### config.mk
export PLATFORM = sky130hd
export DESIGN_NAME = ctrl_regs
export DESIGN_NICKNAME = d
export VERILOG_FILES = /design/src/common/soc_pkg.sv /design/src/hdl/ctrl_regs.sv
export SDC_FILE = /design/constraint.sdc
export NUM_CORES = 1
export LEC_CHECK = 0
export BUFFER_PORTS_ARGS = -buffer_cell sky130_fd_sc_hd__buf_2
export CORE_MARGIN = 5
export CORE_UTILIZATION = 48
export DETAILED_ROUTE_END_ITERATION = 12
export PLACE_DENSITY = 0.8
export SYNTH_ARGS = -nofsm -noshare
export SYNTH_HDL_FRONTEND = slang
export SYNTH_SLANG_ARGS = --single-unit
### constraint.sdc
create_clock -name clk_i -period 1.1 [get_ports clk_i]
set_input_delay 0.11 -clock clk_i [delete_from_list [all_inputs] [get_ports clk_i]]
set_output_delay 0.11 -clock clk_i [all_outputs]
set_load 0.01 [all_outputs]
### src/common/soc_pkg.sv
// SoC package with the memory map, bus widths, bus types and target encoding

package soc_pkg;

  ////////////////////////////////////////////////////////////////////////////
  // Bus widths
  ////////////////////////////////////////////////////////////////////////////

  localparam int unsigned AddrWidth    = 64;
  localparam int unsigned DataWidth    = 64;
  localparam int unsigned StrbWidth    = DataWidth / 8;
  // UART side of the APB bridge
  localparam int unsigned ApbDataWidth = 32;

  typedef logic [AddrWidth-1:0]    bus_addr_t;
  typedef logic [DataWidth-1:0]    bus_data_t;
  typedef logic [StrbWidth-1:0]    bus_strb_t;
  typedef logic [ApbDataWidth-1:0] apb_data_t;

  ////////////////////////////////////////////////////////////////////////////
  // Memory map
  ////////////////////////////////////////////////////////////////////////////

  // 1 GiB DRAM window, served by the on-chip L2
  localparam bus_addr_t DramBase   = 64'h0000_0000_8000_0000;
  localparam bus_addr_t DramLength = 64'h0000_0000_4000_0000;

  localparam bus_addr_t UartBase   = 64'h0000_0000_C000_0000;
  localparam bus_addr_t UartLength = 64'h0000_0000_0000_1000;

  localparam bus_addr_t CtrlBase   = 64'h0000_0000_D000_0000;
  localparam bus_addr_t CtrlLength = 64'h0000_0000_0000_1000;

  // Control register offsets within the control region
  localparam bus_addr_t CtrlExitOffset     = 64'h00;
  localparam bus_addr_t CtrlHwCntOffset    = 64'h08;
  localparam bus_addr_t CtrlDramBaseOffset = 64'h10;
  localparam bus_addr_t CtrlDramEndOffset  = 64'h18;

  typedef enum logic [1:0] {
    TgtL2   = 2'd0,
    TgtUart = 2'd1,
    TgtCtrl = 2'd2,
    TgtNone = 2'd3
  } soc_target_e;

  // Replace the enabled bytes of a word
  function automatic bus_data_t be_merge(bus_data_t old_data, bus_data_t new_data,
                                         bus_strb_t be);
    bus_data_t res;
    res = old_data;
    for (int i = 0; i < StrbWidth; i++) begin
      if (be[i])
        res[8*i +: 8] = new_data[8*i +: 8];
    end
    return res;
  endfunction

endpackage : soc_pkg

### src/hdl/ctrl_regs.sv
// Control registers for exit code, counter enable and the read-only DRAM window
`timescale 1ns/10ps

module ctrl_regs (
  input  logic               clk_i,
  input  logic               arst_n_i,
  input  logic               req_i,
  input  logic               we_i,
  input  soc_pkg::bus_addr_t addr_i,
  input  soc_pkg::bus_data_t wdata_i,
  input  soc_pkg::bus_strb_t be_i,
  output logic               done_o,
  output soc_pkg::bus_data_t rdata_o,
  output logic               err_o,
  output soc_pkg::bus_data_t exit_o,
  output soc_pkg::bus_data_t hw_cnt_en_o
);

  import soc_pkg::*;

  bus_addr_t off;
  bus_data_t rd_val;
  logic      rd_err;

  assign off = addr_i & (CtrlLength - 64'd1);

  // Register read mux
  always_comb begin
    rd_val = '0;
    rd_err = 1'b0;
    case (off)
      CtrlExitOffset:     rd_val = exit_o;
      CtrlHwCntOffset:    rd_val = hw_cnt_en_o;
      CtrlDramBaseOffset: rd_val = DramBase;
      CtrlDramEndOffset:  rd_val = DramBase + DramLength;
      default:            rd_err = 1'b1;
    endcase
  end

  always_ff @(posedge clk_i or negedge arst_n_i) begin
    if (!arst_n_i) begin
      exit_o      <= '0;
      hw_cnt_en_o <= '0;
      done_o      <= 1'b0;
      err_o       <= 1'b0;
    end else begin
      done_o <= req_i;
      if (req_i) begin
        err_o <= rd_err;
        // DRAM base and end silently ignore writes
        if (we_i && off == CtrlExitOffset)
          exit_o <= be_merge(exit_o, wdata_i, be_i);
        if (we_i && off == CtrlHwCntOffset)
          hw_cnt_en_o <= be_merge(hw_cnt_en_o, wdata_i, be_i);
      end
    end
  end

  always_ff @(posedge clk_i) begin
    if (req_i)
      rdata_o <= rd_val;
  end

endmodule : ctrl_regs

==> results.ini <==
[drt]
drt_drc_violations_left=0
via_per_inst=5.261
routed_wl_mm=26.85
drtPass1Iterations=5
wl_per_cell_um=21.43
vias=6592
initialDrtViolationCount=277
ant_nets=0

[cts]
clk_path_buf_depth=2
cts_tree=done
cts-buffers-inserted=17
cts_sinks=194
cts_htree_levels=4
insertion_delay_ns=0.43
clk_pin_slew_ns=0.07
root_buffer=clkbuf_16

[sta]
relSlewSlack_pct=67.06
final.min_clock_period_ns=1.503
finClkSkew_ns=0.007786
rsz0062_at_grt=true
tightestPinTransition_ns=0.4942
hold_violations=0
finalSetupViolCount=219
setup_slack_ns=-0.4031
post-route-period-util_pct=136.6
fmax_mhz=665.3
setup_tns_ns=-61.25
drv_slew=0

[floorplanning]
die_h_um=140.8
num_io_pins=334
initial_core_util_pct=49.20
die_x_um=140.8
rows=47
core_area_um2=16700
dieArea_um2=19830

[cells_and_area]
drive_above_1_share_pct=62.04
synthToLayoutAreaGrowth_pct=62.16
instances_no_fill=1253
final_nets=1157

[synthesis]
synth.avg_cell_area_um2=15.92
synth_commonest_cells=dfrtp_1 (130), mux2_2 (113), edfxtp_1 (64), nor2_1 (64), mux2i_1 (62)
synth.most_common_cell=dfrtp_1
synth.distinct_cells=24
yosysSeqAreaShare_pct=62.98
synthFlopType=dfrtp_1
async_reset_ff_share_pct=67.01
synth_top_area_share_pct=39.59
synth_seq_cells=194
syn_nets=656
synthTopCellsByArea=dfrtp_1 (40%), edfxtp_1 (23%), mux2_2 (15%)
netlist_area_um2=8217
synth_edf_count=64
postSynthCellCount=516
synth_largest_area_cell=dfrtp_1
ys_warn_count=0

[worst_setup_path]
crit_chain=buf_6 > or4_4 > buf_12 > nor4_4 > buf_12 > mux2_4
critPathLaunchType=input port
crit_type=input port to flip-flop
critical-path-top-delay-family=simple AND/OR/NAND/NOR gates
crit_path_end_kind=flip-flop
crit_required_ns=1.42
critPathMostFrequentCell=buf_12
r2r-end=rdata_o[59]$_DFFE_PP_
cp-startpoint=addr_i[11]
cp.depth=6
r2r_cells=4
rr_startpoint=exit_o[59]$_DFFE_PN0P_
critPathSlowestCell=or4_4
crit_buf_inv=3
crit_path_max_fanout=8
r2r_slack_ns=-0.04
slowest_delay_ns=0.65
worstPathArrival_ns=1.83

[global_routing]
first_global_vias=7102
grt_pass1_wl_mm=39.83
grt_overflow=0
grt_antenna_before_repair=4
grt_use_total_pct=25.90
grt_max_degree=71

[run_status]
status=complete, but fails checks
failed_checks=setup timing

[run]
max-cap-violations=0

[power]
max-vdd-ir-drop_mv=1.053
power_density_nw_per_um2=1121
power_mw=14.93
p_leak_nw=6.747

[placement]
placement.io_buffers=281
gp_congestion=0.7927
dp_hpwl_mm=16.21
place_inst=1039

[hold_path]
min_path_cells=3
hp-start=addr_i[2]
whs_endpoint=err_o$_DFFE_PN0P_
hold_class=input port to flip-flop

## metal layers
layer	share of wire (%)	wire length, µm	up-vias	track usage (%)
li1	-	-	2912	-
met1	38	10180	3297	31.11
met2	51	13610	322	44.20
met3	8.7	2325	59	8.534
met4	2.7	729	2	8.516
met5	0.048	13	-	0
## worst min-delay path, stage by stage
cell	delay (ns)
buf_2	0.10
or4_4	0.15
mux2_2	0.14
## registers in the layout (all words and copies together) (netlist names)
register     flops
exit_o          64
hw_cnt_en_o     64
rdata_o         64
done_o           1
err_o            1
## power breakdown
part,leakage [nW],switching (mW),internal [mW]
sequential,2.47,0.0340,7.54
combinational,3.98,0.552,0.498
clock,0.297,2.91,3.40
## cells in the final DEF, fill, tap and decap left out, types with 2 or more instances in the layout
master,count
buf_2,228
buf_4,135
dfrtp_1,130
mux2_4,128
dlygate4sd3_1,65
edfxtp_1,64
mux2i_1,62
buf_6,56
nor2_1,50
buf_12,22
clkbuf_16,18
nor4_4,16
nor2_2,14
nand4b_1,8
nand4_1,8
diode_2,3
or4_4,3
inv_6,3
inv_4,3
inv_8,3
or3_4,2
clkinv_4,2
## cell families after synthesis
group / share of synthesized area [%]
multiplexers: 25.96
AND/OR/NAND/NOR: 9.121
AO/OA/AOI/OAI: 0.2131
buffers and inverters: 1.721
flip-flops: 62.98
## how the worst max path moves through the flow
stage | to
final | hw_cnt_en_o[60]$_DFFE_PN0P_
after global routing | hw_cnt_en_o[61]$_DFFE_PN0P_
after CTS | hw_cnt_en_o[58]$_DFFE_PN0P_
after detailed placement | rdata_o[52]$_DFFE_PP_
after global placement | exit_o[27]$_DFFE_PN0P_
after floorplan | hw_cnt_en_o[16]$_DFFE_PN0P_
## metrics by stage
stage	utilization [%]	hold slack [ns]	area [µm²]	worst slack (ns)
finish	79.78	0.09193	13320	-0.4031
global route	79.78	0.08376	13320	-0.4395
CTS	77.40	0.06394	12930	-0.3861
detailed placement	64.08	0.1499	10700	-0.9102
global placement	64.08	0.1417	10700	-0.8634
floorplan	-	-0.1856	8597	-0.9203
## layout make-up
cell class / count / area (µm²)
Clock inverter: 13 / 133.9
Tap cell: 220 / 275.3
Clock buffer: 19 / 464.2
Fill cell: 909 / 3377
Antenna cell: 3 / 7.507
Sequential cell: 194 / 5175
Timing Repair Buffer: 507 / 3891
Multi-Input combinational cell: 297 / 3377
## timing repair
item / in CTS / in global routing
setup buffers: 97 / 17
resized for setup: 53 / 55
endpoints found under the hold margin: 258 / 0
setup endpoints to repair: 313 / 358
hold buffers: 65 / 0
pin swaps: 6 / 0
(Power assumes the default switching activity.)
