--- config.mk ---
export PLATFORM = sky130hd
export DESIGN_NAME = soc_addr_router
export DESIGN_NICKNAME = d
export VERILOG_FILES = /design/src/common/soc_pkg.sv /design/src/hdl/soc_addr_router.sv
export SDC_FILE = /design/constraint.sdc
export NUM_CORES = 1
export LEC_CHECK = 0
export BUFFER_PORTS_ARGS = -buffer_cell sky130_fd_sc_hd__buf_2
export CAP_MARGIN = 25
export CORE_AREA = 2 2 210 212
export CTS_CLUSTER_DIAMETER = 30
export DETAILED_ROUTE_END_ITERATION = 12
export DIE_AREA = 0 0 212 214
export RECOVER_POWER = 25
export SETUP_SLACK_MARGIN = 0.02
export SLEW_MARGIN = 5
export SYNTH_ARGS = -nofsm -noshare
export SYNTH_HDL_FRONTEND = slang
export SYNTH_SLANG_ARGS = --single-unit
--- constraint.sdc ---
create_clock -name clk_i -period 12.65 [get_ports clk_i]
set_clock_uncertainty 0.1 [all_clocks]
set_input_delay 1.265 -clock clk_i [delete_from_list [all_inputs] [get_ports clk_i]]
set_output_delay 1.265 -clock clk_i [all_outputs]
set_load 0.005 [all_outputs]
--- src/common/soc_pkg.sv ---
// SoC package with the memory map, bus widths, bus types and target encoding

package soc_pkg;

  ////////////////////////////////////////////////////////////////////////////
  // Bus widths
  ////////////////////////////////////////////////////////////////////////////

  localparam int unsigned AddrWidth    = 64;
  localparam int unsigned DataWidth    = 64;
  localparam int unsigned StrbWidth    = DataWidth / 8;
  // UART side of the APB bridge
  localparam int unsigned ApbDataWidth = 32;

  typedef logic [AddrWidth-1:0]    bus_addr_t;
  typedef logic [DataWidth-1:0]    bus_data_t;
  typedef logic [StrbWidth-1:0]    bus_strb_t;
  typedef logic [ApbDataWidth-1:0] apb_data_t;

  ////////////////////////////////////////////////////////////////////////////
  // Memory map
  ////////////////////////////////////////////////////////////////////////////

  // 1 GiB DRAM window, served by the on-chip L2
  localparam bus_addr_t DramBase   = 64'h0000_0000_8000_0000;
  localparam bus_addr_t DramLength = 64'h0000_0000_4000_0000;

  localparam bus_addr_t UartBase   = 64'h0000_0000_C000_0000;
  localparam bus_addr_t UartLength = 64'h0000_0000_0000_1000;

  localparam bus_addr_t CtrlBase   = 64'h0000_0000_D000_0000;
  localparam bus_addr_t CtrlLength = 64'h0000_0000_0000_1000;

  // Control register offsets within the control region
  localparam bus_addr_t CtrlExitOffset     = 64'h00;
  localparam bus_addr_t CtrlHwCntOffset    = 64'h08;
  localparam bus_addr_t CtrlDramBaseOffset = 64'h10;
  localparam bus_addr_t CtrlDramEndOffset  = 64'h18;

  typedef enum logic [1:0] {
    TgtL2   = 2'd0,
    TgtUart = 2'd1,
    TgtCtrl = 2'd2,
    TgtNone = 2'd3
  } soc_target_e;

  // Replace the enabled bytes of a word
  function automatic bus_data_t be_merge(bus_data_t old_data, bus_data_t new_data,
                                         bus_strb_t be);
    bus_data_t res;
    res = old_data;
    for (int i = 0; i < StrbWidth; i++) begin
      if (be[i])
        res[8*i +: 8] = new_data[8*i +: 8];
    end
    return res;
  endfunction

endpackage : soc_pkg

--- src/hdl/soc_addr_router.sv ---
// Address router that takes master requests and steers each one to a single target
`timescale 1ns/10ps

module soc_addr_router (
  input  logic               clk_i,
  input  logic               arst_n_i,
  // Master port
  input  logic               req_valid_i,
  input  logic               req_we_i,
  input  soc_pkg::bus_addr_t req_addr_i,
  input  soc_pkg::bus_data_t req_wdata_i,
  input  soc_pkg::bus_strb_t req_be_i,
  output logic               req_ready_o,
  output logic               rsp_valid_o,
  output soc_pkg::bus_data_t rsp_rdata_o,
  output logic               rsp_err_o,
  // Request shared by all targets
  output logic               tgt_we_o,
  output soc_pkg::bus_addr_t tgt_addr_o,
  output soc_pkg::bus_data_t tgt_wdata_o,
  output soc_pkg::bus_strb_t tgt_be_o,
  // Per-target strobes and answers
  output logic               l2_req_o,
  input  logic               l2_done_i,
  input  soc_pkg::bus_data_t l2_rdata_i,
  output logic               uart_req_o,
  input  logic               uart_done_i,
  input  soc_pkg::bus_data_t uart_rdata_i,
  input  logic               uart_err_i,
  output logic               ctrl_req_o,
  input  logic               ctrl_done_i,
  input  soc_pkg::bus_data_t ctrl_rdata_i,
  input  logic               ctrl_err_i
);

  import soc_pkg::*;

  typedef enum logic [1:0] {
    StIdle,
    StBusy,
    StResp
  } state_e;

  state_e      state_q;
  soc_target_e tgt_dec;
  soc_target_e tgt_q;
  logic        accept;
  logic        fin;
  bus_data_t   fin_rdata;
  logic        fin_err;

  assign req_ready_o = (state_q == StIdle);
  assign accept      = req_valid_i && req_ready_o;

  // Region decode on the incoming address
  always_comb begin
    tgt_dec = TgtNone;
    if (req_addr_i >= DramBase && req_addr_i < DramBase + DramLength)
      tgt_dec = TgtL2;
    else if (req_addr_i >= UartBase && req_addr_i < UartBase + UartLength)
      tgt_dec = TgtUart;
    else if (req_addr_i >= CtrlBase && req_addr_i < CtrlBase + CtrlLength)
      tgt_dec = TgtCtrl;
  end

  // Answer of the target in flight; unmapped finishes at once
  always_comb begin
    fin       = 1'b0;
    fin_rdata = '0;
    fin_err   = 1'b0;
    case (tgt_q)
      TgtL2: begin
        fin       = l2_done_i;
        fin_rdata = l2_rdata_i;
      end
      TgtUart: begin
        fin       = uart_done_i;
        fin_rdata = uart_rdata_i;
        fin_err   = uart_err_i;
      end
      TgtCtrl: begin
        fin       = ctrl_done_i;
        fin_rdata = ctrl_rdata_i;
        fin_err   = ctrl_err_i;
      end
      default: begin
        fin     = 1'b1;
        fin_err = 1'b1;
      end
    endcase
  end

  always_ff @(posedge clk_i or negedge arst_n_i) begin
    if (!arst_n_i) begin
      state_q     <= StIdle;
      tgt_q       <= TgtNone;
      l2_req_o    <= 1'b0;
      uart_req_o  <= 1'b0;
      ctrl_req_o  <= 1'b0;
      rsp_valid_o <= 1'b0;
    end else begin
      l2_req_o    <= accept && (tgt_dec == TgtL2);
      uart_req_o  <= accept && (tgt_dec == TgtUart);
      ctrl_req_o  <= accept && (tgt_dec == TgtCtrl);
      rsp_valid_o <= (state_q == StBusy) && fin;
      case (state_q)
        StIdle: begin
          if (accept) begin
            state_q <= StBusy;
            tgt_q   <= tgt_dec;
          end
        end
        StBusy: begin
          if (fin)
            state_q <= StResp;
        end
        default: state_q <= StIdle;
      endcase
    end
  end

  always_ff @(posedge clk_i) begin
    if (accept) begin
      tgt_we_o    <= req_we_i;
      tgt_addr_o  <= req_addr_i;
      tgt_wdata_o <= req_wdata_i;
      tgt_be_o    <= req_be_i;
    end
    if (state_q == StBusy && fin) begin
      rsp_rdata_o <= fin_rdata;
      rsp_err_o   <= fin_err;
    end
  end

  // Only the strobed target may ever answer
  a_single_done: assert property (@(posedge clk_i) disable iff (!arst_n_i)
    $onehot0({l2_done_i, uart_done_i, ctrl_done_i}))
    else $error("More than one target done in the same cycle");

endmodule : soc_addr_router

==> metrics.md, run 1 <==
| Metric | Value |
|---|---|
| # hold bufs at CTS | `0` |
| CP max-delay cell | `clkbuf_1` |
| Largest net degree at the start of global routing | `88` |
| Total grt overflow | `0` |
| Hold_sp | `state_q[1]$_DFFE_PN0P_` |
| Crit share post-route | `37.4%` |
| Skew-Pair Late Insertion Delay | `0.55 ns` |
| Final hold vios | `0` |
| RePlAce Congestion | `0.941` |
| FP Rows | `76` |
| # setup viols final | `0` |
| Synth top area cells | `edfxtp_1 77%, mux2i_1 8.2%, o21ai_1 3.8%` |
| Post-Syn Area per Cell | `16.9 sq um` |
| R2R Path End | `rsp_rdata_o[0]$_DFFE_PP_` |
| Fin nets | `1388` |
| Crit path largest cell delay | `2.15 ns` |
| Routed WL | `28200 um` |
| Die Y | `214 um` |
| Gate count after technology mapping | `469` |
| CP max FO | `68` |
| Hold worst-path end | `state_q[0]$_DFFE_PN0P_` |
| Vias in the first global route | `6745` |
| DP HPWL | `22000 um` |
| Clock buffer depth | `3` |
| Post-CTS sizing | `0` |
| Buf/Inv on CP | `2` |
| VDD IR max | `0.0979 mV` |
| Netlist cell types | `31` |
| Drt drc | `0` |
| Worst slack, placed | `8.89 ns` |
| Outcome | `complete, but fails checks` |
| Via/cell ratio | `3.82` |
| Share of cells above drive strength 1 | `53.4%` |
| Initial Utilization | `18.4%` |
| Least-Margin Pin Slew | `3.15 ns` |
| Die area | `0.0454 sq mm` |
| Hold path depth | `1` |
| Area growth syn-to-layout | `64.2%` |
| Wire per inst | `16.8 um` |
| Leakage | `5.76 nW` |
| Post-route worst setup slack | `7.91 ns` |
| Failing checks | `max-capacitance violations, max-slew violations` |
| Total CTS buffers | `51` |
| Fin crit period | `4.74 ns` |
| # H-tree levels | `2` |
| Non-Filler Instances | `1678` |
| Total number of yosys warnings | `0` |
| Starting DRT DRC Count | `296` |
| Post-synth ARST share | `3.81%` |
| Initial antenna violation count | `2` |
| TritonCTS clock tree | `done` |
| Crit. End Element | `flip-flop` |
| Netlist Area Pre-Place | `0.00791 sq mm` |
| R2R depth | `4` |
| Max-Slew Margin vs Limit | `-110%` |
| Crit path cell chain | `clkbuf_1, o2bb2ai_1, nor3b_2, buf_4` |
| CTS Root Buffer Type | `clkbuf_16` |
| Routed Antenna Nets | `0` |
| Maximum clock frequency | `0.211 GHz` |
| Inst Count DP | `1582` |
| FF+latch count, synth | `210` |
| Worst Path Required | `12.71 ns` |
| Num ports | `544` |
| Share of the yosys chip area belonging to registers | `79.2%` |
| Post-synth EDFFs | `202` |
| Top Family by Delay on Critical Path | `buffers and inverters` |
| Clock transition at path regs | `0.05 ns` |
| First-pass GRT wire length | `39600 um` |
| Reg-to-Reg Start | `tgt_q[0]$_DFFE_PN1P_` |
| Arr. time, crit path | `4.80 ns` |
| Top cell type's share of synthesized area | `76.7%` |
| Largest area contributor in the netlist | `edfxtp_1` |
| Vias | `6409` |
| Router iterations before antenna repair | `6` |
| Maxcap violations | `2` |
| Unrepaired setup endpoints after global routing | `no` |
| HP Class | `reg -> reg` |
| Reg-to-reg slack, setup | `7.91 ns` |
| Fin. max-slew vios | `124` |
| Gr usage total | `11.8%` |
| Setup Fix Bufs, Post-CTS | `0` |
| Syn nets | `806` |
| Floorplan core area | `0.0429 sq mm` |
| WS Path Type | `reg -> reg` |
| Port bufs | `543` |
| Synth Flop Type | `edfxtp_1` |
| CP startpoint kind | `flip-flop` |
| Pwr/cell area | `181 mW/mm^2` |
| Die width | `212 um` |
| Sum Neg Setup Slack | `0 ns` |
| TritonCTS sink count | `210` |
[synth_stat cells (2+ instances only)]
cell and n:
clkbuf_4 3, edfxtp_1 202, nor3b_1 2, nand2_1 65
o21ai_1 60, nor4_1 11, mux2i_1 65, nand3_1 2
o21ai_0 5, nor2_1 8, clkbuf_1 6, buf_4 8
dfstp_2 2, a21oi_1 3, buf_2 5, nor4_2 2
dfrtp_1 6
[metal layers]
layer | up-vias | GRT usage [%] | wire, um
li1 | 2987 | - | -
met1 | 3077 | 13.7 | 11200
met2 | 289 | 19.8 | 13900
met3 | 54 | 3.74 | 2330
met4 | 2 | 5.49 | 767
met5 | - | 0 | 12
[state kept, by name, summed over array words and instances, names as in the netlist, 2 cells and up]
name and flops:
tgt_wdata_o 64, tgt_q 2, rsp_rdata_o 64, tgt_addr_o 64
state_q 2, tgt_be_o 8
[power breakdown]
part           switching [mW]  internal (mW)  total (mW)  leakage, nW
Combinational           0.104         0.0824       0.186         2.91
Clock                   0.405          0.903        1.31        0.836
Sequential             0.0169          0.847       0.864         2.02
Total                   0.526           1.83        2.36         5.76
[how the worst max path moves through the flow]
stage,start,endpoint,slack (ns),depth (start not counted)
2_1_floorplan,ctrl_done_i,rsp_valid_o$_DFF_PN0_,5.67,3
3_3_place_gp,req_valid_i,tgt_wdata_o[26]$_DFFE_PP_,8.95,4
3_5_place_dp,req_valid_i,tgt_wdata_o[38]$_DFFE_PP_,8.89,4
4_1_cts,tgt_q[1]$_DFFE_PN1P_,rsp_rdata_o[0]$_DFFE_PP_,9.16,5
5_1_grt,tgt_q[0]$_DFFE_PN1P_,rsp_rdata_o[34]$_DFFE_PP_,7.44,4
6_report,tgt_q[0]$_DFFE_PN1P_,rsp_rdata_o[0]$_DFFE_PP_,7.91,4
[cell usage in the layout (no fill, tap or decap), types with 2 or more instances in the layout]
master      netlist  routed
a21oi_1           3       3
buf_4             8       5
edfxtp_1        202     202
bufinv_16         0       7
mux2i_1          65      65
clkinv_1          0       6
inv_6             0       2
o21ai_0           5       5
o21ai_1          60      60
nor4_2            2       2
dfrtp_1           6       6
nor2_1            8       8
clkinv_2          0       7
clkbuf_8          0       2
clkinv_4          0       2
clkbuf_1          6      65
nor4_1           11      11
clkbuf_16         0      52
nand2_1          65      65
clkinvlp_4        0       7
nand3_1           2       2
nor3b_1           2       2
buf_2             5     487
[layout make-up]
cell class                 count  area, sq um
antenna                        1         2.50
clock buffer                  61         1360
clock inverter                33          402
fill                        4374        29900
inverter                       1         3.75
multi-input combinational    236         1500
sequential                   210         6270
tap                          585          732
timing repair buffer         551         2720
[kinds of logic (layout without fill, tap and decap cells)]
family,after synthesis,in the layout,synth area share (%)
AND/OR/NAND/NOR,100,100,6.18
AO/OA/AOI/OAI,70,70,4.52
other,0,1,0
flip-flops,210,210,79.2
multiplexers,66,66,8.37
buffers and inverters,23,646,1.69
[metrics by stage]
stage	instance area, sq um	util [%]	hold WS, ns	power (mW)
after floorplan	7910	-	0.416	0.928
after global placement	11300	26.3	0.460	1.06
after detailed placement	11300	26.3	0.466	1.07
after CTS	13100	30.4	0.458	2.40
after global routing	13000	30.3	0.461	2.45
final	13000	30.3	0.416	2.36
(Power assumes the default switching activity.)
==> inputs of run 2 (changes only) <==
Settings changed: CORE_AREA 2 2 210 212 to 2 2 211 213, DIE_AREA 0 0 212 214 to 0 0 213 215.
Clock period 12.65 ns to 4.5 ns, I/O delays scaled along.
==> metrics.md, run 2 (synthesis results as in run 1) <==
| Metric | Value |
|---|---|
| Least-Margin Pin Slew | `1.03 ns` |
| Crit path cell chain | `and2b_2, buf_4, o2bb2ai_1, nor3b_4, buf_12` |
| Pwr/cell area | `478 mW/mm^2` |
| Port bufs | `543` |
| Crit path largest cell delay | `0.80 ns` |
| CP startpoint kind | `flip-flop` |
| Final core utilization | `33.1%` |
| Fin crit period | `2.82 ns` |
| # H-tree levels | `2` |
| Met2 wire len | `15600 um` |
| Sum Neg Setup Slack | `0 ns` |
| Initial Utilization | `18.1%` |
| Number of fill cells | `4386` |
| First-pass GRT wire length | `44300 um` |
| Crit share post-route | `62.7%` |
| CP max FO | `66` |
| Area of the multi-input gates | `0.00152 sq mm` |
| Starting DRT DRC Count | `393` |
| Outcome | `finished, final reports clean` |
| TritonCTS clock tree | `done` |
| Leakage | `6.35 nW` |
| # setup viols final | `0` |
| Met3 routed WL | `2980 um` |
| Num ports | `544` |
| Fin. max-slew vios | `0` |
| Final Power | `6.90 mW` |
| Reg-to-Reg Start | `tgt_q[1]$_DFFE_PN1P_` |
| TritonCTS sink count | `210` |
| Skew-Pair Late Insertion Delay | `0.57 ns` |
| CTS Root Buffer Type | `clkbuf_16` |
| Hold_sp | `uart_rdata_i[31]` |
| Wire per inst | `17.2 um` |
| Clock buffer depth | `3` |
| Drt drc | `0` |
| Post-CTS sizing | `0` |
| Commonest non-fill, non-tap cell in the layout | `buf_2` |
| Max-Slew Margin vs Limit | `31.3%` |
| Clock transition at path regs | `0.05 ns` |
| Buf/Inv on CP | `2` |
| Die width | `213 um` |
| Most frequent cells in the layout | `475 x buf_2, 202 x edfxtp_1, 134 x dlygate4sd3_1` |
| Maximum clock frequency | `0.355 GHz` |
| Total CTS buffers | `57` |
| RePlAce Congestion | `0.938` |
| Via/cell ratio | `3.88` |
| WS Path Type | `reg -> reg` |
| Setup crit start | `tgt_q[1]$_DFFE_PN1P_` |
| Setup Fix Bufs, Post-CTS | `0` |
| Router iterations before antenna repair | `5` |
| Largest net degree at the start of global routing | `80` |
| Non-Filler Instances | `1831` |
| Total grt overflow | `0` |
| Die area | `0.0458 sq mm` |
| Inst Count DP | `1588` |
| Share of cells above drive strength 1 | `46.8%` |
| Unrepaired setup endpoints after global routing | `no` |
| Floorplan core area | `0.0436 sq mm` |
| Top Family by Delay on Critical Path | `flip-flops` |
| # hold bufs at CTS | `134` |
| Die Y | `215 um` |
| Gr usage total | `13.2%` |
| Fin nets | `1526` |
| CP max-delay cell | `dfstp_4` |
| Routed WL | `31500 um` |
| Final hold vios | `0` |
| Seq. cell area | `0.00627 sq mm` |
| Vias in the first global route | `7481` |
| Biggest regs | `rsp_rdata_o: 64 flops, tgt_addr_o: 64 flops, tgt_wdata_o: 64 flops` |
| Top Layer Used | `met4` |
| HP Class | `in -> reg` |
| VDD IR max | `0.312 mV` |
| Initial antenna violation count | `1` |
| Vias | `7108` |
| Routed Antenna Nets | `0` |
| Area growth syn-to-layout | `82.5%` |
| Crit. End Element | `flip-flop` |
| FP Rows | `77` |
| DP HPWL | `22600 um` |
| Arr. time, crit path | `2.93 ns` |
| Maxcap violations | `0` |
| Worst Path Required | `4.61 ns` |
| Wl on met1 | `12000 um` |
-- run 2: changes by cell type in the layout (fill, tap and decap cells not counted), sizes merged, moves of 4 or more --
cell         previous run  this run
dlygate4sd3             0       134
clkbuf                119       133
buf                   493       482
clkinv                 17        28
inv                     3         7
-- run 2: power by group --
group          internal, mW  switching, mW
Clock                  2.58           1.26
Sequential             2.38         0.0574
Combinational         0.304          0.321
Total                  5.26           1.64
-- run 2: per-stage QoR --
step                area, sq um  setup WS, ns  hold WS (ns)
finish                    14400          1.68        0.0626
global route              14400          1.56        0.0375
CTS                       14500          1.67       0.00289
detailed placement        11300          1.69         0.251
global placement          11300          1.71         0.245
floorplan                  7920        -0.358        0.0544
-- run 2: worst paths after layout --
check / end / slack [ns] / depth (start not counted)
max in group asynchronous: state_q[0]$_DFFE_PN0P_ / 3.55 / 2
max reg2reg: rsp_rdata_o[15]$_DFFE_PP_ / 1.68 / 5
min: rsp_rdata_o[31]$_DFFE_PP_ / 0.06 / 3
min reg2reg: state_q[1]$_DFFE_PN0P_ / 0.53 / 1
min in group asynchronous: l2_req_o$_DFF_PN0_ / 0.33 / 2
max: rsp_rdata_o[15]$_DFFE_PP_ / 1.68 / 5
-- run 2: layer usage --
metal	GRT usage (%)	vias to the layer above
met5	0	-
li1	-	3265
met4	5.20	0
met1	15.0	3380
met2	22.2	402
met3	4.97	61
-- run 2: worst min-delay path: cells and delay by family --
kind | cells | cell delay (ns)
AOI/OAI and AO/OA | 1 | 0.06
buffers and inverters | 1 | 0.08
and+or+nand+nor | 1 | 0.04
-- run 2: layout make-up --
type | instances | area share, %
flip-flops and latches | 210 | 43.4
clock inverters | 42 | 2.67
repair buffers | 683 | 27.9
clock buffers | 66 | 10.3
well taps | 592 | 5.13
multi-input cells | 236 | 10.5
inverters | 1 | 0.0260
diodes | 1 | 0.0173
