===== config.mk =====
export PLATFORM = sky130hd
export DESIGN_NAME = uart_apb_bridge
export DESIGN_NICKNAME = d
export VERILOG_FILES = /design/src/common/soc_pkg.sv /design/src/uart_apb/uart_apb_bridge.sv
export SDC_FILE = /design/constraint.sdc
export NUM_CORES = 1
export LEC_CHECK = 0
export ABC_CLOCK_PERIOD_IN_PS = 9620
export BUFFER_PORTS_ARGS = -buffer_cell sky130_fd_sc_hd__buf_4
export CAP_MARGIN = 40
export CORE_AREA = 2 2 115 117
export CTS_BUF_LIST = sky130_fd_sc_hd__clkbuf_8
export DETAILED_ROUTE_END_ITERATION = 8
export DIE_AREA = 0 0 117 119
export PLACE_DENSITY = 0.63
export SETUP_SLACK_MARGIN = 0.02
export SYNTH_ARGS = -nofsm -noshare
export SYNTH_HDL_FRONTEND = slang
export SYNTH_SLANG_ARGS = --single-unit

===== constraint.sdc =====
create_clock -name clk_i -period 9.62 [get_ports clk_i]
set_input_delay 1.924 -clock clk_i [delete_from_list [all_inputs] [get_ports clk_i]]
set_output_delay 1.924 -clock clk_i [all_outputs]
set_load 0.01 [all_outputs]

===== src/common/soc_pkg.sv =====
// SoC package with the memory map, bus widths, bus types and target encoding

package soc_pkg;

  ////////////////////////////////////////////////////////////////////////////
  // Bus widths
  ////////////////////////////////////////////////////////////////////////////

  localparam int unsigned AddrWidth    = 64;
  localparam int unsigned DataWidth    = 64;
  localparam int unsigned StrbWidth    = DataWidth / 8;
  // UART side of the APB bridge
  localparam int unsigned ApbDataWidth = 32;

  typedef logic [AddrWidth-1:0]    bus_addr_t;
  typedef logic [DataWidth-1:0]    bus_data_t;
  typedef logic [StrbWidth-1:0]    bus_strb_t;
  typedef logic [ApbDataWidth-1:0] apb_data_t;

  ////////////////////////////////////////////////////////////////////////////
  // Memory map
  ////////////////////////////////////////////////////////////////////////////

  // 1 GiB DRAM window, served by the on-chip L2
  localparam bus_addr_t DramBase   = 64'h0000_0000_8000_0000;
  localparam bus_addr_t DramLength = 64'h0000_0000_4000_0000;

  localparam bus_addr_t UartBase   = 64'h0000_0000_C000_0000;
  localparam bus_addr_t UartLength = 64'h0000_0000_0000_1000;

  localparam bus_addr_t CtrlBase   = 64'h0000_0000_D000_0000;
  localparam bus_addr_t CtrlLength = 64'h0000_0000_0000_1000;

  // Control register offsets within the control region
  localparam bus_addr_t CtrlExitOffset     = 64'h00;
  localparam bus_addr_t CtrlHwCntOffset    = 64'h08;
  localparam bus_addr_t CtrlDramBaseOffset = 64'h10;
  localparam bus_addr_t CtrlDramEndOffset  = 64'h18;

  typedef enum logic [1:0] {
    TgtL2   = 2'd0,
    TgtUart = 2'd1,
    TgtCtrl = 2'd2,
    TgtNone = 2'd3
  } soc_target_e;

  // Replace the enabled bytes of a word
  function automatic bus_data_t be_merge(bus_data_t old_data, bus_data_t new_data,
                                         bus_strb_t be);
    bus_data_t res;
    res = old_data;
    for (int i = 0; i < StrbWidth; i++) begin
      if (be[i])
        res[8*i +: 8] = new_data[8*i +: 8];
    end
    return res;
  endfunction

endpackage : soc_pkg


===== src/uart_apb/uart_apb_bridge.sv =====
// Bridge from a single bus request to an APB setup/access transfer on the UART
`timescale 1ns/10ps

module uart_apb_bridge (
  input  logic               clk_i,
  input  logic               arst_n_i,
  input  logic               req_i,
  input  logic               we_i,
  input  soc_pkg::bus_addr_t addr_i,
  input  soc_pkg::bus_data_t wdata_i,
  output logic               done_o,
  output soc_pkg::bus_data_t rdata_o,
  output logic               err_o,
  // APB master to the UART
  output logic               uart_psel_o,
  output logic               uart_penable_o,
  output logic               uart_pwrite_o,
  output logic [31:0]        uart_paddr_o,
  output soc_pkg::apb_data_t uart_pwdata_o,
  input  soc_pkg::apb_data_t uart_prdata_i,
  input  logic               uart_pready_i,
  input  logic               uart_pslverr_i
);

  import soc_pkg::*;

  typedef enum logic [1:0] {
    ApbIdle,
    ApbSetup,
    ApbAccess
  } apb_state_e;

  apb_state_e state_q;

  assign uart_psel_o    = (state_q != ApbIdle);
  assign uart_penable_o = (state_q == ApbAccess);

  // Transfer ends on the edge that sees pready
  assign done_o  = uart_penable_o && uart_pready_i;
  assign rdata_o = {{(DataWidth - ApbDataWidth){1'b0}}, uart_prdata_i};
  assign err_o   = uart_penable_o && uart_pslverr_i;

  always_ff @(posedge clk_i or negedge arst_n_i) begin
    if (!arst_n_i) begin
      state_q <= ApbIdle;
    end else begin
      case (state_q)
        ApbIdle: begin
          if (req_i)
            state_q <= ApbSetup;
        end
        ApbSetup: state_q <= ApbAccess;
        ApbAccess: begin
          if (uart_pready_i)
            state_q <= ApbIdle;
        end
        default: state_q <= ApbIdle;
      endcase
    end
  end

  // Low halves only; the UART is a 32-bit slave
  always_ff @(posedge clk_i) begin
    if (req_i && state_q == ApbIdle) begin
      uart_pwrite_o <= we_i;
      uart_paddr_o  <= addr_i[31:0];
      uart_pwdata_o <= wdata_i[ApbDataWidth-1:0];
    end
  end

  // Access lies inside a select, and no new request arrives during it
  a_apb_access: assert property (@(posedge clk_i) disable iff (!arst_n_i)
    uart_penable_o |-> uart_psel_o && !req_i)
    else $error("APB access phase without select or with a new request");

endmodule : uart_apb_bridge


==> flow_summary.json, run 1 <==
{
  "cts.sinks": 67,
  "drtPass1Iterations": 4,
  "fin_skew_ns": 0.01400,
  "rsz0062_at_grt": "false",
  "start_util_pct": 19.74,
  "combPwrFrac_pct": 22.0,
  "grt_pass1_vias": 1350,
  "antenna_found_initial": 0,
  "cts_tree": "built",
  "gp_congestion": 0.6100,
  "cap_violations": 0,
  "drv_slew": 0,
  "ys_seq_area_share_pct": 78.78,
  "first_iter_violations": 84,
  "period_minus_slack_ns": 4.220,
  "grt_max_degree": 53,
  "synth-edff-count": 65,
  "syn_inst": 141,
  "p_sw_share_pct": 27.72,
  "p_per_area_nw_per_um2": 226.8,
  "yosysMostFrequentCell": "edfxtp_1",
  "synth.avg_cell_area_um2": 18.02,
  "internal_power_w": 0.0005979,
  "ys_ff_latch": 67,
  "min_period_over_period_pct": 43.87,
  "grt_pass1_wl_um": 7376,
  "hold_viol": 0,
  "hold_class": "reg -> reg",
  "clock_path_buffers": 2,
  "n_antenna_cell": 0,
  "gr-total-overflow": 0,
  "ctsHoldBuffers": 0,
  "yosys-top-cells-area": "edfxtp_1 (77%), buf_4 (19%), dfrtp_1 (2.0%)",
  "p_sw_w": 0.0002293,
  "clkPwrFrac_pct": 28.8,
  "status": "completed",
  "io_buffer_count": 138,
  "detail-route-antenna-nets": 0,
  "vias_per_cell": 3.244,
  "vdd_drop_max_v": 0.00009519,
  "yosysUniqueCellTypes": 11,
  "dp_hpwl_um": 4155,
  "critPathLaunchType": "primary input",
  "wl_per_cell_um": 12.71,
  "placementRows": 42,
  "io-pin-count": 299,
  "post_cts_buffers": 0,
  "die-area_um2": 13920,
  "ctsResizeCount": 0,
  "tightest_slew_ns": 0.6681,
  "drive_above_1_share_pct": 59.70,
  "synth_top_area_cell": "edfxtp_1",
  "coreArea_um2": 12870,
  "syn_area_um2": 2541,
  "clkLatencyLatePin_ns": 0.34,
  "final_core_util_pct": 28.33,
  "synth_top_flop_cell": "edfxtp_1",
  "nNetsFinal": 424,
  "vias": 1424,
  "timing.critical_path.to_type": "primary output",
  "yosysWarnings": 0,
  "drc": 0,
  "cts_made_buffers": 9,
  "synth_top_area_share_pct": 76.81,
  "clk_pin_slew_ns": 0.08,
  "yosys-top-cells-count": "edfxtp_1 (65), buf_4 (64), and2_1 (2), dfrtp_1 (2), nor2_1 (2)",
  "worst-path-max-fanout": 2,
  "relSlewSlack_pct": 55.46,
  "p_seq_share_pct": 49.2,
  "cp.required_ns": 7.70,
  "fp.dieH_um": 119,
  "track_usage_pct": 7.504,
  "area_growth_pct": 43.53,
  "p_leak_nw": 1.530,
  "cts-htree-levels": 3,
  "tns_ns": 0,
  "power_w": 0.0008272,
  "cts_root_buf": "clkbuf_8",
  "ys_async_sr_fraction_pct": 2.985,
  "wirelength_um": 5580,
  "timing_worst_setup_path_type": "in -> out",
  "fmax_mhz": 237.0,
  "die_w_um": 117,
  "finalSetupViolations": 0,
  "cp.arrival_ns": 2.30
}
-- metrics by stage --
step / instances / hold WS [ns] / setup WS (ns) / area, um2
after floorplan: 172 / 0.4556 / 4.457 / 2658
after global placement: 423 / 0.4775 / 5.402 / 3448
after detailed placement: 423 / 0.5144 / 5.402 / 3448
after CTS: 439 / 0.5266 / 5.397 / 3647
after global routing: 439 / 0.5583 / 5.385 / 3647
final: 439 / 0.5111 / 5.400 / 3647
-- flip-flops by register name, summed over array words and instances, names as in the netlist --
name	count
uart_pwrite_o	1
state_q	2
uart_paddr_o	32
uart_pwdata_o	32
-- critical path, stage by stage --
cell	delay, ns
buf_4	0.11
and2_1	0.13
buf_4	0.14
-- area by class of cell --
class	instances	area, um2
Timing Repair Buffer	139	1044
Fill cell	1333	9228
Multi-Input combinational cell	40	178.9
Clock buffer	9	123.9
Inverter	1	3.754
Clock inverter	7	75.07
Tap cell	176	220.2
Sequential cell	67	2002
-- cell usage in the layout, fill, tap and decap left out --
cell type   instances
conb_1             32
and2_1              2
buf_4             139
clkinvlp_4          3
nand2b_1            1
mux2i_1             1
clkinv_2            1
or2_1               1
dfrtp_1             2
inv_6               2
nor2_1              1
nor2_4              1
clkbuf_8            9
edfxtp_1           65
nor2b_2             1
inv_1               1
bufinv_16           1
-- logic make-up after synthesis --
group	share of synthesized area (%)
buffers and inverters	19.05
DFF	78.78
muxes	0.3939
other	0.1476
and+or+nand+nor	1.625
-- metal layers --
layer	track usage [%]	routed length, um
met1	7.452	1961
met4	4.632	114
met3	3.969	763
met2	12.17	2741
met5	0	0
-- final timing paths --
| check | startpoint | end | slack [ns] | cells past startpoint |
|---|---|---|---|---|
| worst max-delay path | uart_pready_i | done_o | 5.40 | 3 |
| worst min-delay path | state_q[1] | state_q[1] | 0.51 | 1 |
| worst max register to register | state_q[0] | uart_paddr_o[24] | 7.50 | 3 |
| worst min register to register | state_q[1] | state_q[1] | 0.51 | 1 |
| max in group asynchronous | arst_n_i | state_q[1] | 8.19 | 1 |
| min in group asynchronous | arst_n_i | state_q[0] | 1.34 | 1 |
-- power groups by stage --
stage | clock (W) | combinational [W] | sequential (W)
after CTS | 0.000251 | 0.000186 | 0.000408
after detailed placement | 0 | 0.000186 | 0.000415
final | 0.000238 | 0.000182 | 0.000407
after global placement | 0 | 0.000183 | 0.000413
after floorplan | 0 | 0.0000643 | 0.000445
after global routing | 0.000261 | 0.000198 | 0.000414
No activity file was read; power rests on OpenSTA's default activity.
==> inputs of run 2 (changes only) <==
Settings changed: ABC_AREA set to 1, ABC_CLOCK_PERIOD_IN_PS 9620 to 3500, PLACE_DENSITY 0.63 to 0.65.
Clock period 9.62 ns to 3.5 ns, I/O delays scaled along.
==> run 2 against run 1 <==
Sequential share of layout area fell by 0.71 points. Critical path depth rose by 1. Final cell count rose by 1.6%. Sequential power rose to 2.8 times the previous value. Hold slack got worse by 0.39 ns. Power rose to 3.0 times the previous value. Synthesized cell count rose by 4.3%. Clock-buffer cell count did not move. Clock power rose to 3.3 times the previous value. Wire length fell by 3.4%. Die area did not move. Critical endpoint unchanged.
==> flow_summary.json, run 2 <==
{
  "yosysMostFrequentCell": "edfxtp_1",
  "cts_root_buf": "clkbuf_8",
  "hold_class": "in -> async",
  "drv_slew": 0,
  "p_per_area_nw_per_um2": 661.1,
  "tns_ns": 0,
  "die-area_um2": 13920,
  "tightest_slew_ns": 0.8332,
  "gr-total-overflow": 0,
  "top_regs": "uart_paddr_o: 32 flops, uart_pwdata_o: 32 flops, state_q: 2 flops",
  "dpl.cell_count": 429,
  "fp.dieH_um": 119,
  "vias": 1435,
  "yosysUniqueCellTypes": 10,
  "wl_met2_um": 2723,
  "wl_met1_um": 1900,
  "layout_commonest_cell": "buf_4",
  "period_minus_slack_ns": 1.819,
  "rsz0062_at_grt": "false",
  "yosys-top-cells-area": "edfxtp_1 (77%), buf_4 (19%), dfrtp_1 (2.0%)",
  "wl_per_cell_um": 12.09,
  "synth_top_flop_cell": "edfxtp_1",
  "dp_hpwl_um": 4009,
  "placementRows": 42,
  "wl_met3_um": 685,
  "vdd_drop_max_v": 0.0002503,
  "area_growth_pct": 45.11,
  "critPathBufInv": 2,
  "p_leak_nw": 1.582,
  "timing_worst_setup_path_type": "reg -> out",
  "fin_skew_ns": 0.009872,
  "drc": 0,
  "ctsResizeCount": 0,
  "cp.required_ns": 2.80,
  "critPathLaunchType": "register",
  "synth.avg_cell_area_um2": 17.32,
  "final_cell_mix": "buf_4 (139), edfxtp_1 (65), conb_1 (32), clkbuf_8 (9), inv_1 (4)",
  "coreArea_um2": 12870,
  "track_usage_pct": 7.469,
  "cpPeakStageDelay_ns": 0.40,
  "status": "completed",
  "worst-path-max-fanout": 3,
  "wirelength_um": 5390,
  "synth_top_area_share_pct": 76.66,
  "io-pin-count": 299,
  "synth-edff-count": 65,
  "highest_layer": "met4",
  "gp_congestion": 0.6133,
  "syn_area_um2": 2546,
  "drtPass1Iterations": 4,
  "ys_async_sr_fraction_pct": 2.985,
  "crit_path_cell_trace": "inv_2 -> nand2_1 -> nor2_1 -> buf_4",
  "synth_top_area_cell": "edfxtp_1",
  "yosysWarnings": 0,
  "cap_violations": 0,
  "detail-route-antenna-nets": 0,
  "post_layout_nonfiller_instances": 446,
  "hold_viol": 0,
  "finalSetupViolations": 0,
  "io_buffer_count": 138,
  "clk_pin_slew_ns": 0.07,
  "cts.sinks": 67,
  "clock_path_buffers": 2,
  "first_iter_violations": 76,
  "vias_per_cell": 3.217,
  "clkLatencyLatePin_ns": 0.35,
  "cts_tree": "built",
  "final_core_util_pct": 28.70,
  "yosys-top-cells-count": "edfxtp_1 (65), buf_4 (64), inv_1 (4), nor2_1 (4), nand2_1 (3)",
  "antenna_found_initial": 1,
  "cts_made_buffers": 9,
  "timing.critical_path.to_type": "primary output",
  "cp.arrival_ns": 1.12,
  "fmax_mhz": 549.7,
  "post_cts_buffers": 0,
  "ys_seq_area_share_pct": 78.62,
  "start_util_pct": 19.78,
  "critPathTopFamily": "flip-flops",
  "ys_ff_latch": 67,
  "drive_above_1_share_pct": 58.36,
  "grt_pass1_wl_um": 7189,
  "cts-htree-levels": 3,
  "relSlewSlack_pct": 44.45,
  "nNetsFinal": 430,
  "syn_inst": 147,
  "crit_slowest_cell": "dfrtp_1",
  "grt_max_degree": 66,
  "min_period_over_period_pct": 51.98,
  "ctsHoldBuffers": 0,
  "hold_ws_ns": 0.1185,
  "die_w_um": 117,
  "grt_pass1_vias": 1353
}
==> run 2: cell count changes in the layout (fill, tap and decap cells not counted), moves of 2 or more <==
| cell | change |
|---|---|
| bufinv_16 | +2 |
| and2_1 | -2 |
| inv_1 | +3 |
| inv_2 | +2 |
| nor2_1 | +2 |
| nand2_1 | +3 |
| clkinvlp_4 | -3 |
| clkinv_1 | +2 |
==> run 2: routing by layer <==
layer | up-vias | GRT usage, %
met5 | - | 0
met4 | 0 | 4.779
met3 | 7 | 4.580
met2 | 106 | 11.67
met1 | 677 | 7.344
li1 | 645 | -
==> run 2: report_power, final <==
part | total (W) | switching, W | internal (W) | leakage [nW]
clock network | 0.000774 | 0.000302 | 0.000472 | 0.119
logic | 0.000530 | 0.000287 | 0.000243 | 0.826
registers | 0.00114 | 0.0000485 | 0.00109 | 0.637
total | 0.00244 | 0.000637 | 0.00181 | 1.58
==> run 2: final cells by class <==
cell class	instances	area, um2
antenna	1	2.502
clock inverter	7	115.1
clock buffer	9	123.9
sequential	67	2002
fill	1325	9180
tap	176	220.2
multi-input combinational	41	165.2
inverter	6	22.52
timing repair buffer	139	1044
==> run 2: logic make-up (layout without fill, tap and decap cells) <==
logic type	Yosys count	after routing	share of synthesized area (%)
flip-flops	67	67	78.62
AND/OR/NAND/NOR	9	9	1.474
buffers and inverters	70	161	19.75
other	1	33	0.1473
==> run 2: worst register-to-register path, stage by stage (launching register included) <==
cell and delay (ns):
dfrtp_1 0.41, inv_2 0.07, nand2_2 0.08, nor2_4 0.07, buf_4 0.65
==> run 2: final timing paths <==
path                            start          endpoint  slack, ns  depth (start not counted)
setup / recovery           state_q[0]            done_o       1.68                          4
hold / removal               arst_n_i        state_q[1]       0.12                          1
setup reg to reg           state_q[1]  uart_paddr_o[30]       1.80                          4
hold reg to reg            state_q[0]        state_q[1]       0.52                          2
max in group asynchronous    arst_n_i        state_q[0]       3.29                          1
min in group clk_i         state_q[0]        state_q[1]       0.52                          2
==> run 2: metrics by stage <==
step	power (W)	setup WS [ns]	area (um2)
finish	0.002442	1.681	3695
global route	0.002575	1.587	3692
CTS	0.002495	1.650	3692
detailed placement	0.001699	1.479	3453
global placement	0.001688	1.507	3453
floorplan	0.001422	0.6352	2665
==> inputs of run 3 (changes only) <==
Settings changed: ABC_CLOCK_PERIOD_IN_PS 3500 to 1700, CORE_AREA 2 2 115 117 to 2 2 116 118, DIE_AREA 0 0 117 119 to 0 0 118 120, PLACE_DENSITY 0.65 to 0.63.
Clock period 3.5 ns to 1.7 ns, I/O delays scaled along.
==> run 3 against run 2 <==
Critical path depth did not move. Critical endpoint unchanged. Final cell count rose by 0.22%. Design area barely moved. Non-clock buffer count rose by 2.
==> flow_summary.json, run 3 (synthesis gave the netlist of run 2 again) <==
{
  "fp.dieH_um": 120,
  "rr_worst_depth": 4,
  "clock_path_buffers": 2,
  "nNetsFinal": 432,
  "drtPass1Iterations": 4,
  "die-area_um2": 14160,
  "vias": 1449,
  "dp_hpwl_um": 4163,
  "grt_max_degree": 38,
  "vdd_drop_max_v": 0.0008424,
  "timing.critical_path.to_type": "primary output",
  "final_cell_mix": "buf_4 (139), edfxtp_1 (65), conb_1 (32), clkbuf_8 (12), inv_1 (6)",
  "critPathTopFamily": "flip-flops",
  "placementRows": 42,
  "first_iter_violations": 16,
  "finalSetupViolations": 0,
  "n_antenna_cell": 0,
  "top_regs": "uart_paddr_o: 32 flops, uart_pwdata_o: 32 flops, state_q: 2 flops",
  "grt_pass1_vias": 1505,
  "timing.rr.start": "state_q[1]",
  "antenna_found_initial": 0,
  "fin_skew_ns": 0.008543,
  "fmax_mhz": 674.8,
  "crit_path_cell_trace": "inv_2 -> nand2_1 -> nor2_1 -> buf_4",
  "min_delay_path_depth": 1,
  "cap_violations": 0,
  "hold_path_end": "uart_paddr_o[18]",
  "die_w_um": 118,
  "track_usage_pct": 7.869,
  "crit_slowest_cell": "dfrtp_1",
  "cts_tree": "built",
  "clkLatencyLatePin_ns": 0.35,
  "gp_congestion": 0.6539,
  "met3_usage_pct": 5.038,
  "drc": 0,
  "area_growth_pct": 45.16,
  "grt_busiest_layer": "met2",
  "rrSetupSlack_ns": 0.32,
  "setup_ws_ns": 0.2181,
  "drv_slew": 0,
  "gr-usage-met1_pct": 7.930,
  "status": "completed",
  "cts_made_buffers": 9,
  "grt_pass1_wl_um": 7886,
  "rsz0062_at_grt": "false",
  "io-pin-count": 299,
  "cts-htree-levels": 3,
  "rr_endpoint": "uart_paddr_o[16]",
  "io_buffer_count": 138,
  "post_cts_buffers": 0,
  "hold_viol": 0,
  "place_ws_ns": 0.3091,
  "cts_root_buf": "clkbuf_8",
  "vias_per_cell": 3.242,
  "cts.sinks": 67,
  "wirelength_um": 5442,
  "clk_pin_slew_ns": 0.08,
  "critPathBufInv": 2,
  "tns_ns": 0,
  "regArea_um2": 2002,
  "p_leak_nw": 1.594,
  "cpPeakStageDelay_ns": 0.39,
  "hold_class": "in -> reg",
  "critPathLaunchType": "register",
  "multiInputGateArea_um2": 170.2,
  "gr-total-overflow": 0,
  "cp.arrival_ns": 1.14,
  "detail-route-antenna-nets": 0,
  "coreArea_um2": 12980,
  "drive_above_1_share_pct": 58.30,
  "layout_commonest_cell": "buf_4",
  "period_minus_slack_ns": 1.482,
  "worstHoldStart": "addr_i[18]",
  "wl_per_cell_um": 12.17,
  "timing_worst_setup_path_type": "reg -> out",
  "use_met2_pct": 11.34,
  "cp.required_ns": 1.36,
  "min_period_over_period_pct": 87.17,
  "nFillCells": 1331,
  "start_util_pct": 19.62,
  "p_per_area_nw_per_um2": 1313,
  "worst-path-max-fanout": 3
}
run 3: cell types whose count changed in the layout (fill, tap and decap cells not counted), sizes merged:
cell / before / now
inv: 7 / 8
dlygate4sd3: 0 / 1
clkinv: 3 / 1
buf: 139 / 140
clkbuf: 9 / 12
diode: 1 / 0
bufinv: 3 / 1
run 3: metrics by stage:
step	total power (W)	cells	utilization [%]	area [um2]	hold WS, ns
after floorplan	0.002938	178	-	2675	0.04441
after global routing	0.005126	447	28.48	3696	0.1226
final	0.004854	447	28.48	3696	0.1559
after CTS	0.004970	447	28.48	3696	0.1203
after detailed placement	0.003549	430	26.80	3478	0.1249
after global placement	0.003520	430	26.80	3478	0.1231
run 3: how the worst max path moves through the flow:
stage | depth (start not counted) | end | slack [ns] | from
5_1_grt | 4 | done_o | 0.11 | state_q[0]
2_1_floorplan | 3 | uart_paddr_o[0] | -0.22 | state_q[1]
3_5_place_dp | 4 | uart_paddr_o[11] | 0.31 | state_q[1]
3_3_place_gp | 4 | uart_paddr_o[11] | 0.34 | state_q[1]
4_1_cts | 4 | done_o | 0.16 | state_q[0]
6_report | 4 | done_o | 0.22 | state_q[0]
run 3: layer usage:
layer	part of all wire (%)	up-vias
li1	-	648
met1	37	653
met2	46	124
met3	13	24
met4	3.7	0
met5	0	-
run 3: repair_timing:
| item | in CTS | in global routing |
|---|---|---|
| gates resized for setup | 0 | 0 |
| hold buffers | 1 | 0 |
| endpoints found under the hold margin | 2 | 0 |
run 3: where the power goes:
group          leakage (nW)  internal, W  switching [W]  total (W)
logic                 0.841     0.000539       0.000612    0.00115
clock network         0.115     0.000785       0.000589    0.00137
registers             0.637      0.00224      0.0000916    0.00233
run 3: worst register-to-register path, cell delays in order (launching register included):
cell and delay [ns]:
dfrtp_1 0.41, inv_2 0.08, nand2_4 0.06, nor2_4 0.13
buf_4 0.34
run 3: final cells by class:
cell class,count,share of cell area (%)
Inverter,6,0.6093
Multi-Input combinational cell,41,4.604
Tap cell,176,5.958
Clock buffer,12,4.469
Clock inverter,4,1.151
Timing Repair Buffer,141,29.05
Sequential cell,67,54.16
